--- config.mk ---
export PLATFORM = sky130hd
export DESIGN_NAME = dodge_top
export DESIGN_NICKNAME = d
export VERILOG_FILES = /design/src/logic/dodge_pkg.sv /design/src/logic/field_bus_if.sv /design/src/logic/button_debounce.sv /design/src/logic/dodge_game.sv /design/src/logic/max7219_driver.sv /design/src/logic/dodge_top.sv
export VERILOG_INCLUDE_DIRS = /design/src /design/src/logic
export SDC_FILE = /design/constraint.sdc
export NUM_CORES = 1
export LEC_CHECK = 0
export BUFFER_PORTS_ARGS = -buffer_cell sky130_fd_sc_hd__buf_4
export CORE_MARGIN = 2
export CORE_UTILIZATION = 50
export CTS_BUF_LIST = sky130_fd_sc_hd__clkbuf_4 sky130_fd_sc_hd__clkbuf_8 sky130_fd_sc_hd__clkbuf_16
export DETAILED_ROUTE_END_ITERATION = 6
export GPL_TIMING_DRIVEN = 0
export PLACE_DENSITY_LB_ADDON = 0.2
export SLEW_MARGIN = 20
export SYNTH_ARGS = -nofsm -noshare
export SYNTH_HDL_FRONTEND = slang
export SYNTH_SLANG_ARGS = --single-unit
--- constraint.sdc ---
create_clock -name clock_50 -period 4.8 [get_ports clock_50]
set_clock_uncertainty 0.1 [all_clocks]
set_input_delay 0.72 -clock clock_50 [delete_from_list [all_inputs] [get_ports clock_50]]
set_output_delay 0.72 -clock clock_50 [all_outputs]
set_load 0.1 [all_outputs]
--- src/logic/dodge_config.svh ---
`ifndef DODGE_CONFIG_SVH
`define DODGE_CONFIG_SVH

// Matrix geometry
`define DODGE_ROWS 8
`define DODGE_COLS 8

// Cycles a button must stay put before it counts
`define DODGE_DEBOUNCE_CYCLES 16'd1000

// Step period at level 0, and cycles taken off per level
`define DODGE_STEP_BASE 16'd40000
`define DODGE_STEP_DEC 16'd4000
// Steps per level increment
`define DODGE_LEVEL_STEPS 8'd16

// Obstacle generator start value
`define DODGE_LFSR_SEED 16'hACE1
// Player column after reset and restart
`define DODGE_PLAYER_START 3'd3

// System clocks per half serial clock period
`define DODGE_SCLK_DIV 8'd4
// Display brightness code
`define DODGE_INTENSITY 4'hA

// MAX7219 register addresses
`define MAX_REG_DIGIT0 4'h1
`define MAX_REG_DECODE 4'h9
`define MAX_REG_INTENSITY 4'hA
`define MAX_REG_SCANLIMIT 4'hB
`define MAX_REG_SHUTDOWN 4'hC
`define MAX_REG_TEST 4'hF

`endif

--- src/logic/dodge_pkg.sv ---
`include "dodge_config.svh"

package dodge_pkg;

	// ####################
	// Field types
	// ####################

	// One matrix row, bit c lights column c
	typedef logic [`DODGE_COLS-1:0] row_t;

	// Row address, 0 is the top row
	typedef logic [$clog2(`DODGE_ROWS)-1:0] row_idx_t;

	// Player column on the bottom row
	typedef logic [$clog2(`DODGE_COLS)-1:0] col_t;

	// ####################
	// Game types
	// ####################

	// Difficulty, saturates at 7
	typedef logic [2:0] level_t;

	// Obstacle generator state
	typedef logic [15:0] lfsr_t;

	// Top game FSM
	typedef enum logic [1:0] {IDLE, RUN, OVER} game_state_t;

endpackage

--- src/logic/field_bus_if.sv ---
`timescale 1ns/100ps

// Wishbone classic read channel, display driver to game field
interface field_bus_if;
	import dodge_pkg::*;

	// Row address and returned row
	row_idx_t adr;
	row_t dat_r;
	// Handshake
	logic cyc;
	logic stb;
	logic ack;

	// Display side fetches rows
	modport master (output cyc, output stb, output adr, input ack, input dat_r);

	// Game side answers one cycle later, never stalls
	modport slave (input cyc, input stb, input adr, output ack, output dat_r);

endinterface

--- src/logic/button_debounce.sv ---
`timescale 1ns/100ps
`include "dodge_config.svh"

module button_debounce (
	input  logic clock_50,
	input  logic arst_n,
	input  logic button_n,
	output logic press
);

	// Two flop synchroniser, idles high like the button
	logic [1:0] sync;
	// Last synchronised level seen
	logic level_last;
	// Cycles since the last change
	logic [15:0] stable_cnt;

	always_ff @(posedge clock_50 or negedge arst_n) begin
		if (!arst_n) begin
			sync <= 2'b11;
			level_last <= 1'b1;
			stable_cnt <= '0;
			press <= 1'b0;
		end else begin
			sync <= {sync[0], button_n};
			// Pulse is one cycle wide
			press <= 1'b0;
			if (sync[1] != level_last) begin
				// Any edge restarts the count
				level_last <= sync[1];
				stable_cnt <= '0;
			end else if (stable_cnt != `DODGE_DEBOUNCE_CYCLES) begin
				stable_cnt <= stable_cnt + 16'd1;
				// Fire once, only for a held low level
				if (stable_cnt == `DODGE_DEBOUNCE_CYCLES - 16'd1 && !level_last) begin
					press <= 1'b1;
				end
			end
		end
	end

	// Count parks at the limit until the next edge,
	// so a long hold gives no second pulse
	// and release only restarts the count

endmodule

--- src/logic/dodge_game.sv ---
`timescale 1ns/100ps
`include "dodge_config.svh"

module dodge_game (
	input  logic clock_50,
	input  logic arst_n,
	input  logic start_press,
	input  logic left_press,
	input  logic right_press,
	field_bus_if.slave bus,
	output logic game_over,
	output dodge_pkg::level_t level
);
	import dodge_pkg::*;

	game_state_t state;
	// Obstacle field, row 0 on top
	row_t field [`DODGE_ROWS];
	col_t player;
	lfsr_t lfsr;
	lfsr_t lfsr_next;
	// Parity of the step count, odd steps insert a gap
	logic odd_step;
	// Steps since the last level change, 1 to LEVEL_STEPS
	logic [7:0] level_cnt;
	// Step timer and current period
	logic [15:0] timer;
	logic [15:0] period;
	logic step;
	// Player dot as a row mask
	row_t player_bit;
	// Row 6 lands on the player with this step
	logic hit;

	// ####################
	// Step timing
	// ####################

	// Period shrinks by one decrement per level
	assign period = `DODGE_STEP_BASE - 16'(level) * `DODGE_STEP_DEC;
	assign step = (state == RUN) && (timer == period - 16'd1);

	// Fibonacci taps 16,14,13,11, feedback enters bit 0
	assign lfsr_next = {lfsr[14:0], lfsr[15] ^ lfsr[13] ^ lfsr[12] ^ lfsr[10]};

	assign player_bit = row_t'(1'b1) << player;
	// Row 7 after the shift is the current row 6
	assign hit = |(field[`DODGE_ROWS-2] & player_bit);

	// OVER holds the frozen field
	assign game_over = (state == OVER);

	// ####################
	// Game FSM
	// ####################

	always_ff @(posedge clock_50 or negedge arst_n) begin
		if (!arst_n) begin
			state <= IDLE;
			player <= `DODGE_PLAYER_START;
			lfsr <= `DODGE_LFSR_SEED;
			odd_step <= 1'b0;
			level_cnt <= '0;
			level <= '0;
			timer <= '0;
			for (int r = 0; r < `DODGE_ROWS; r++) begin
				field[r] <= '0;
			end
		end else begin
			case (state)
				IDLE: begin
					if (start_press) begin
						// Fresh period on entry to RUN
						state <= RUN;
						timer <= '0;
					end
				end
				RUN: begin
					if (step) begin
						timer <= '0;
						// Scroll down one row
						for (int r = `DODGE_ROWS - 1; r > 0; r--) begin
							field[r] <= field[r-1];
						end
						lfsr <= lfsr_next;
						// Even counts take new obstacles
						field[0] <= odd_step ? '0 : lfsr_next[`DODGE_COLS-1:0];
						odd_step <= ~odd_step;
						// Level after step k is k / LEVEL_STEPS
						if (level_cnt == `DODGE_LEVEL_STEPS) begin
							level_cnt <= 8'd1;
							if (level != '1) begin
								level <= level + 3'd1;
							end
						end else begin
							level_cnt <= level_cnt + 8'd1;
						end
						if (hit) begin
							state <= OVER;
						end
					end else begin
						timer <= timer + 16'd1;
					end
				end
				OVER: begin
					if (start_press) begin
						// Back to a clean idle board
						state <= IDLE;
						player <= `DODGE_PLAYER_START;
						lfsr <= `DODGE_LFSR_SEED;
						odd_step <= 1'b0;
						level_cnt <= '0;
						level <= '0;
						for (int r = 0; r < `DODGE_ROWS; r++) begin
							field[r] <= '0;
						end
					end
				end
				default: state <= IDLE;
			endcase

			// Player moves, saturating at the edges
			if (state != OVER) begin
				if (left_press && player != '0) begin
					player <= player - col_t'(1);
				end else if (right_press && player != '1) begin
					player <= player + col_t'(1);
				end
			end
		end
	end

	// ####################
	// Wishbone slave
	// ####################

	// Single cycle ack, one cycle after the request
	always_ff @(posedge clock_50 or negedge arst_n) begin
		if (!arst_n) begin
			bus.ack <= 1'b0;
		end else begin
			bus.ack <= bus.cyc && bus.stb && !bus.ack;
		end
	end

	// Bottom row shows the player dot on top of the field
	always_ff @(posedge clock_50) begin
		if (bus.cyc && bus.stb) begin
			if (bus.adr == row_idx_t'(`DODGE_ROWS - 1)) begin
				bus.dat_r <= field[bus.adr] | player_bit;
			end else begin
				bus.dat_r <= field[bus.adr];
			end
		end
	end

endmodule

--- src/logic/max7219_driver.sv ---
`timescale 1ns/100ps
`include "dodge_config.svh"

module max7219_driver (
	input  logic clock_50,
	input  logic arst_n,
	field_bus_if.master bus,
	output logic din,
	output logic ncs,
	output logic clk
);
	import dodge_pkg::*;

	// Frame sequencer
	typedef enum logic [2:0] {PREP, FETCH, START, SHIFT, STOP, GAP} drv_state_t;

	drv_state_t state;
	// Serial clock divider
	logic [7:0] div_cnt;
	logic tick;
	// Init frames first, then endless refresh
	logic in_init;
	logic [2:0] init_idx;
	row_idx_t row_idx;
	logic [3:0] init_code;
	logic [7:0] init_data;
	logic [3:0] digit_code;
	// Outgoing frame, MSB first
	logic [15:0] shift;
	logic [3:0] bit_cnt;
	// Bus request
	logic req;

	assign bus.cyc = req;
	assign bus.stb = req;
	assign bus.adr = row_idx;

	// Half period tick, free running
	assign tick = (div_cnt == `DODGE_SCLK_DIV - 8'd1);

	always_ff @(posedge clock_50 or negedge arst_n) begin
		if (!arst_n) begin
			div_cnt <= '0;
		end else begin
			div_cnt <= tick ? 8'd0 : div_cnt + 8'd1;
		end
	end

	// ####################
	// Init table
	// ####################

	always_comb begin
		case (init_idx)
			3'd0: begin init_code = `MAX_REG_SHUTDOWN; init_data = 8'h01; end
			3'd1: begin init_code = `MAX_REG_SCANLIMIT; init_data = 8'h07; end
			3'd2: begin init_code = `MAX_REG_DECODE; init_data = 8'h00; end
			3'd3: begin init_code = `MAX_REG_INTENSITY; init_data = {4'h0, `DODGE_INTENSITY}; end
			default: begin init_code = `MAX_REG_TEST; init_data = 8'h00; end
		endcase
	end

	// Row r goes to digit register r + 1
	assign digit_code = `MAX_REG_DIGIT0 + {1'b0, row_idx};

	// ####################
	// Frame FSM
	// ####################

	always_ff @(posedge clock_50 or negedge arst_n) begin
		if (!arst_n) begin
			state <= PREP;
			in_init <= 1'b1;
			init_idx <= '0;
			row_idx <= '0;
			req <= 1'b0;
			shift <= '0;
			bit_cnt <= '0;
			ncs <= 1'b1;
			clk <= 1'b0;
			din <= 1'b0;
		end else begin
			case (state)
				PREP: begin
					if (in_init) begin
						shift <= {4'h0, init_code, init_data};
						state <= START;
					end else begin
						req <= 1'b1;
						state <= FETCH;
					end
				end
				FETCH: begin
					// Row valid together with ack
					if (bus.ack) begin
						req <= 1'b0;
						shift <= {4'h0, digit_code, bus.dat_r};
						state <= START;
					end
				end
				START: begin
					// Select chip and present the first bit
					if (tick) begin
						ncs <= 1'b0;
						din <= shift[15];
						bit_cnt <= '0;
						state <= SHIFT;
					end
				end
				SHIFT: begin
					if (tick) begin
						if (!clk) begin
							// Chip samples here
							clk <= 1'b1;
						end else begin
							clk <= 1'b0;
							if (bit_cnt == 4'd15) begin
								state <= STOP;
							end else begin
								// Next bit while clk is low
								bit_cnt <= bit_cnt + 4'd1;
								shift <= {shift[14:0], 1'b0};
								din <= shift[14];
							end
						end
					end
				end
				STOP: begin
					// Rising ncs latches the frame
					if (tick) begin
						ncs <= 1'b1;
						din <= 1'b0;
						state <= GAP;
					end
				end
				GAP: begin
					if (tick) begin
						if (in_init) begin
							if (init_idx == 3'd4) begin
								in_init <= 1'b0;
							end
							init_idx <= init_idx + 3'd1;
						end else begin
							// Wraps from row 7 to row 0
							row_idx <= row_idx + row_idx_t'(1);
						end
						state <= PREP;
					end
				end
				default: state <= PREP;
			endcase
		end
	end

endmodule

--- src/logic/dodge_top.sv ---
`timescale 1ns/100ps

module dodge_top (
	input  logic clock_50,
	input  logic arst_n,
	input  logic start_button_n,
	input  logic left_button_n,
	input  logic right_button_n,
	output logic max7219_din,
	output logic max7219_ncs,
	output logic max7219_clk,
	output logic game_over,
	output dodge_pkg::level_t level
);

	// Debounced press pulses
	logic start_press;
	logic left_press;
	logic right_press;

	// Row fetch channel, driver to game
	field_bus_if field_bus ();

	// ####################
	// Buttons
	// ####################

	button_debounce start_debounce (
		.clock_50 (clock_50),
		.arst_n   (arst_n),
		.button_n (start_button_n),
		.press    (start_press)
	);

	button_debounce left_debounce (
		.clock_50 (clock_50),
		.arst_n   (arst_n),
		.button_n (left_button_n),
		.press    (left_press)
	);

	button_debounce right_debounce (
		.clock_50 (clock_50),
		.arst_n   (arst_n),
		.button_n (right_button_n),
		.press    (right_press)
	);

	// ####################
	// Game and display
	// ####################

	dodge_game game (
		.clock_50    (clock_50),
		.arst_n      (arst_n),
		.start_press (start_press),
		.left_press  (left_press),
		.right_press (right_press),
		.bus         (field_bus.slave),
		.game_over   (game_over),
		.level       (level)
	);

	max7219_driver driver (
		.clock_50 (clock_50),
		.arst_n   (arst_n),
		.bus      (field_bus.master),
		.din      (max7219_din),
		.ncs      (max7219_ncs),
		.clk      (max7219_clk)
	);

endmodule

## After elaboration in Yosys (flattened, before gate mapping)

Cells that the tools add are included.

| storage, ports and cells | value |
|---|---|
| output and inout port bits | 7 |
| flip-flop bits (word level) | 224 |
| word-level logic and storage cells | 238 |

| cells by class | value |
|---|---|
| add/sub/neg operators | 15 |
| bitwise operators | 8 |
| muxes and demuxes | 88 |
| multiply operators | 1 |
| reduce and logical (&&, ||, !) cells | 40 |
| equality and inequality tests | 44 |
| order comparisons | 1 |
| shift operators | 1 |

Operator list:

| kind | number |
|---|---|
| $mux W16 | 15 |
| $mux W64 | 2 |
| $pmux W64 S2 | 1 |
| $add A16 B1 Y16 const B | 4 |
| $mux W8 | 8 |
| $pmux W16 S2 | 2 |
| $eq A16 B10 Y1 const B | 3 |
| $mux W3 | 16 |
| $ne A16 B10 Y1 const B | 3 |
| $pmux W16 S3 | 1 |
| $bmux W8 S3 | 1 |
| $mux W1 | 22 |
| $ne A2 B1 Y1 const B | 10 |
| $pmux W3 S6 | 1 |
| $add A8 B1 Y8 const B | 2 |
| $eq A16 B16 Y1 | 1 |
| $mux W4 | 4 |
| $pmux W8 S2 | 1 |
| $reduce_bool A2 Y1 | 8 |
| $sub A16 B1 Y16 const B | 1 |
| $sub A16 B15 Y16 const A | 1 |
| $reduce_and A3 Y1 | 5 |
| $ne A2 B2 Y1 const B | 7 |
| $add A3 B1 Y3 const B | 4 |
| 40 further kinds | 75 |

## Longest topological paths before layout

| logic depth | value |
|---|---|
| depth after elaboration | 7 |
| gate-level depth with buffers | 16 |
| depth with buffers taken out | 13 |

## Modules after synthesis

From an unflattened synthesis, not the netlist that was laid out.

| second synthesis, totals | value |
|---|---|
| cells, all modules | 1,016 |
| area total of the unflattened synthesis | 11,481.0 um^2 |

By module, submodules not included:

| module | area an instance (um^2) | instances | cells each | seq. area each (um^2) |
|---|---|---|---|---|
| dodge_game | 6,160.9 | 1 | 510 | 3,105.5 |
| button_debounce | 1,002.2 | 3 | 98 | 504.2 |
| max7219_driver | 2,313.5 | 1 | 212 | 1,053.5 |

## Worst setup path after synthesis

Ideal clock, no wire load.

| timing path | value |
|---|---|
| path kind | reg-to-reg |
| start | register game.level[1] |
| end | register game.level[0] |
| buffers on the path | 2 |
| cell stages (with the launch flop) | 14 |
| path slack | 0.043 ns |
| arrival time | 4.532 ns |
| library setup time | 0.124 ns |
| period minus slack after synthesis | 4.757 ns |
| cells stage by stage | dfrtp_1 fa_1 fa_1 inv_1 fa_1 a2111oi_2 nor2b_1 o21ai_0 a2111oi_4 o211a_4 buf_6 buf_8 nor3_1 a211o_1 |

| on the way | value |
|---|---|
| word-level cells in the longest chain between the ends | 7 |
| elaborated cells on any way between the ends | 9 |
| those cells by class | 2 x add/sub; 1 x mul; 4 x eq/ne; 2 x reduce/logical |

Ends and longest elaborated chain:

| what | RTL line | RTL |
|---|---|---|
| from (decl) | dodge_game.sv:12 | `output dodge_pkg::level_t level` |
| from (signal assigned) | dodge_game.sv:93 | `level <= level + 3'd1;` |
| $mul A3 B7 Y10 (no source line) | - |  |
| $sub A16 B15 Y16 (no source line) | - |  |
| $sub A16 B1 Y16 | dodge_game.sv:41 | `assign step = (state == RUN) && (timer == period - 16'd1);` |
| $eq A16 B16 Y1 | dodge_game.sv:41 |  |
| $logic_and A1 B1 Y1 | dodge_game.sv:41 |  |
| $ne A2 B1 Y1 (no source line) | - |  |
| $reduce_and A5 Y1 (no source line) (*) | - |  |

Mark *: on every way between the ends. The rest lies on a longest branch, timed or not.
A chain may end at the register's enable or synchronous reset.

## Worst setup path in the final report

| timing path | value |
|---|---|
| start | register game.level[0] |
| end | register game.field[15] (netlist bit) |

| on the way | value |
|---|---|
| word-level cells in the longest chain between the ends | 7 |

Ends and longest elaborated chain:

| what | RTL line | RTL |
|---|---|---|
| $mul A3 B7 Y10 (no source line) | - |  |
| $sub A16 B15 Y16 (no source line) | - |  |
| $sub A16 B1 Y16 | dodge_game.sv:41 |  |
| $eq A16 B16 Y1 | dodge_game.sv:41 |  |
| $logic_and A1 B1 Y1 | dodge_game.sv:41 |  |
| $ne A2 B1 Y1 (no source line) | - |  |
| $reduce_and A3 Y1 (no source line) | - |  |
| to (signal, indexed assignment) | dodge_game.sv:83 | `field[r] <= field[r-1];` |
| to (decl) | dodge_game.sv:18 | `` row_t field [`DODGE_ROWS]; `` |

Every way passes these cells.

==> flow_summary_export.csv <==
group,metric,value,unit
outcome,outcome,"complete, no violations",
logic_synthesis,synth_edf_count,8,
sta,slew_viol_final,0,
sta,tns,0,ps
logic_synthesis,ys_seq_elements,224,
clocking,clk_latency,530,ps
place,portBuffers,11,
setup_path,path_max_fanout,10,
setup_path,critPathBufInv,4,
floorplanning,die_w,155,microns
clocking,htree_levels,1,
logic_synthesis,synth_cell_types,66,
logic_synthesis,syn-cell-area,0.0114,sq mm
detailed_routing,first_iter_violations,449,
clocking,cts_tree,"built",
clocking,ctsLongestPathBuffers,3,
sta,period_minus_slack,4490,ps
grt,grt_max_degree,78,
detailed_routing,vias,8528,
power,power_leakage,5.56,nW
setup_path,path_common_cell,"fa_1",
logic_synthesis,ys.flop_type,"dfrtp_1",
grt,grt_pass1_vias,8431,
setup_path,worst-path-stages,14,
grt,grt_overflow,0,
clocking,path_clk_slew,60,ps
floorplanning,io-pin-count,12,
clocking,cts_buffers,26,
setup_path,cp_cell_sequence,"fa_1, fa_1, inv_1, fa_1, a2111oi_2, nor2b_1, o21ai_0, a2111oi_4, o211a_4, buf_6, buf_8, buf_4, nand2_1, o21ai_0",
run,drv_cap,0,
logic_synthesis,yosysSeqAreaShare,49.6,%
cells_and_area,ff_latch_area,0.00567,sq mm
sta,finalCritPeriodShare,93.5,%
setup_path,endpoint_kind,"flip-flop",
setup_path,cp.arrival,4820,ps
sta,hold_viol,0,
cells_and_area,n_antenna_cell,0,
grt,grt_util_all_layers,20.1,%
sta,rsz0062_at_grt,"no",
setup_path,required,5130,ps
sta,finalSetupViolations,0,
place,globalplace.congestion,0.829,
logic_synthesis,yosysWarnings,0,
place,hpwlAfterDp,16300,microns
setup_path,crit_path_start_kind,"flip-flop",
setup_path,critPathKind,"reg -> reg",
detailed_routing,drc_errors,0,
floorplanning,rows,55,
sta,fmax,223,MHz
grt,grt_first_pass_wirelength,40400,microns
floorplanning,fp.dieH,155,microns
sta,worst_pin_slew,875,ps
cells_and_area,multi_input_area,0.00533,sq mm
setup_path,reg2regPathDepth,14,
detailed_routing,wl_per_cell,15.4,microns
power,vdd_drop_max,0.000300,V
setup_path,slowest_stage,"fa_1",
logic_synthesis,async_flop_share,96.4,%
logic_synthesis,syn_inst,1188,
logic_synthesis,synthesis.nets,1233,
floorplanning,dieArea,0.0241,sq mm
cells_and_area,area_growth,11.9,%
detailed_routing,drt_pass1_iterations,6,
hold_path,hold_class,"in -> async",
detailed_routing,ant_nets,0,
detailed_routing,wl,23700,microns
sta,relSlewSlack,41.6,%
cells_and_area,fin_nets,1276,
floorplanning,design.core.area,0.0226,sq mm
sta,hold_ws,47.9,ps
grt,antenna_found_initial,0,
power,powerDensity,308,mW/mm^2
floorplanning,start_util,50.6,%
setup_path,max_stage_delay,670,ps
cells_and_area,fillers,1987,
cells_and_area,drive_above_1_share,10.7,%
clocking,cts_sinks,224,
detailed_routing,vias_per_cell,5.55,
setup_path,cp_top_family,"adder cells",
logic_synthesis,synth.avg_cell_area,9.62,sq um
clocking,ctsRootBufferMaster,"clkbuf_16",
[synth_stat cells (all sizes together) (16+ instances only)]
cell    number  area (sq um)
nand3       49           245
mux4        16           360
nand2      211           792
a21oi       49           245
dfstp       21           552
nor2       104           390
o21ai      118           591
nor3        27           135
ha          36           450
inv         42           158
xnor2       31           272
dfrtp      195          4880
buf         18           118
clkbuf      42           158
xor2        44           385
[sequential cells by signal, summed over array words and instances, names as in the netlist, 3 cells and up]
name and count:
driver.bit_cnt 4, driver.bus.adr 3, driver.div_cnt 8, driver.init_idx 3
driver.shift 16, driver.state 3, game.bus.dat_r 8, game.field 64
game.level 3, game.level_cnt 8, game.lfsr 16, game.player 3
game.timer 16, left_debounce.stable_cnt 16, right_debounce.stable_cnt 16, start_debounce.stable_cnt 16
[worst register-to-register path, delay by kind of cell (launching register included)]
family	cells	cell delay, ps
buf+inv	4	560
compound gates	5	1260
fa+ha+maj	3	1660
simple gates	2	300
flops	1	500
[power breakdown]
| group | total, mW | internal (mW) | switching (mW) |
|---|---|---|---|
| clock network | 1.91 | 1.15 | 0.755 |
| logic | 0.0962 | 0.0283 | 0.0680 |
| registers | 1.93 | 1.92 | 0.0148 |
[final cells by class]
cell class	instances	share of cell area (%)
plain buffers	60	2.16
clock inverters	11	0.587
clock buffers	37	5.97
flip-flops and latches	224	44.4
repair buffers	15	1.25
inverters	42	1.23
multi-input cells	862	41.6
well taps	285	2.79
[layer usage]
metal  track usage (%)  wire [microns]
met2              32.4           11000
met3              2.79            1000
met1              28.6           11100
met4              6.29             621
met5                 0               0
[path summary, 6_finish.rpt]
path	from	to	slack (ps)
max	game.level[0]$_DFFE_PN0P_	game.field[15]$_DFFE_PN0P_	310
min	arst_n	driver.div_cnt[7]$_DFF_PN0_	50
max reg2reg	game.level[0]$_DFFE_PN0P_	game.field[15]$_DFFE_PN0P_	310
min reg2reg	right_debounce.sync[0]$_DFF_PN1_	right_debounce.sync[1]$_DFF_PN1_	250
max in group asynchronous	arst_n	left_debounce.sync[1]$_DFF_PN1_	3410
min in group clock_50	start_button_n	start_debounce.sync[0]$_DFF_PN1_	200
[cells by family after synthesis]
logic type | share of synthesized area [%]
multiplexers | 5.37
flip-flops | 49.6
XOR/XNOR | 5.75
AND/OR/NAND/NOR | 19.4
adder cells (fa/ha/maj) | 4.64
buffers and inverters | 3.79
AO/OA/AOI/OAI | 11.4
[repair_timing]
item / CTS / global route
endpoints found under the setup margin: 0 / 42
buffers inserted: 0 / 2
hold buffers: 0 / 0
resized for setup: 0 / 4
[layout by cell type (no fill, tap or decap), drive strengths merged, types with 8 or more instances in the layout]
cell,n
dfstp,21
nand3b,10
a31oi,12
clkinv,9
inv,42
buf,33
nor4,9
mux4,16
xnor2,31
a21oi,49
mux2i,13
or3,14
nor2,104
mux2,11
xor2,44
nand4,15
edfxtp,8
clkbuf,79
o21ai,118
nand2,211
dfrtp,195
ha,36
nor2b,13
nor3,27
and3,12
nand3,49
[stage by stage]
| stage | worst slack [ps] | cell area [sq um] | util [%] | total power [mW] | std cells |
|---|---|---|---|---|---|
| final | 312 | 12800 | 56.7 | 3.94 | 1536 |
| after global routing | 6.57 | 12800 | 56.7 | 4.08 | 1536 |
| after CTS | 44.1 | 12800 | 56.6 | 3.99 | 1534 |
| after detailed placement | 38.3 | 11900 | 52.9 | 2.07 | 1486 |
| after global placement | 102 | 11900 | 52.6 | 2.06 | 1484 |
| after floorplan | 43.5 | 11400 | - | 2.00 | 1188 |
(Power assumes the default switching activity.)
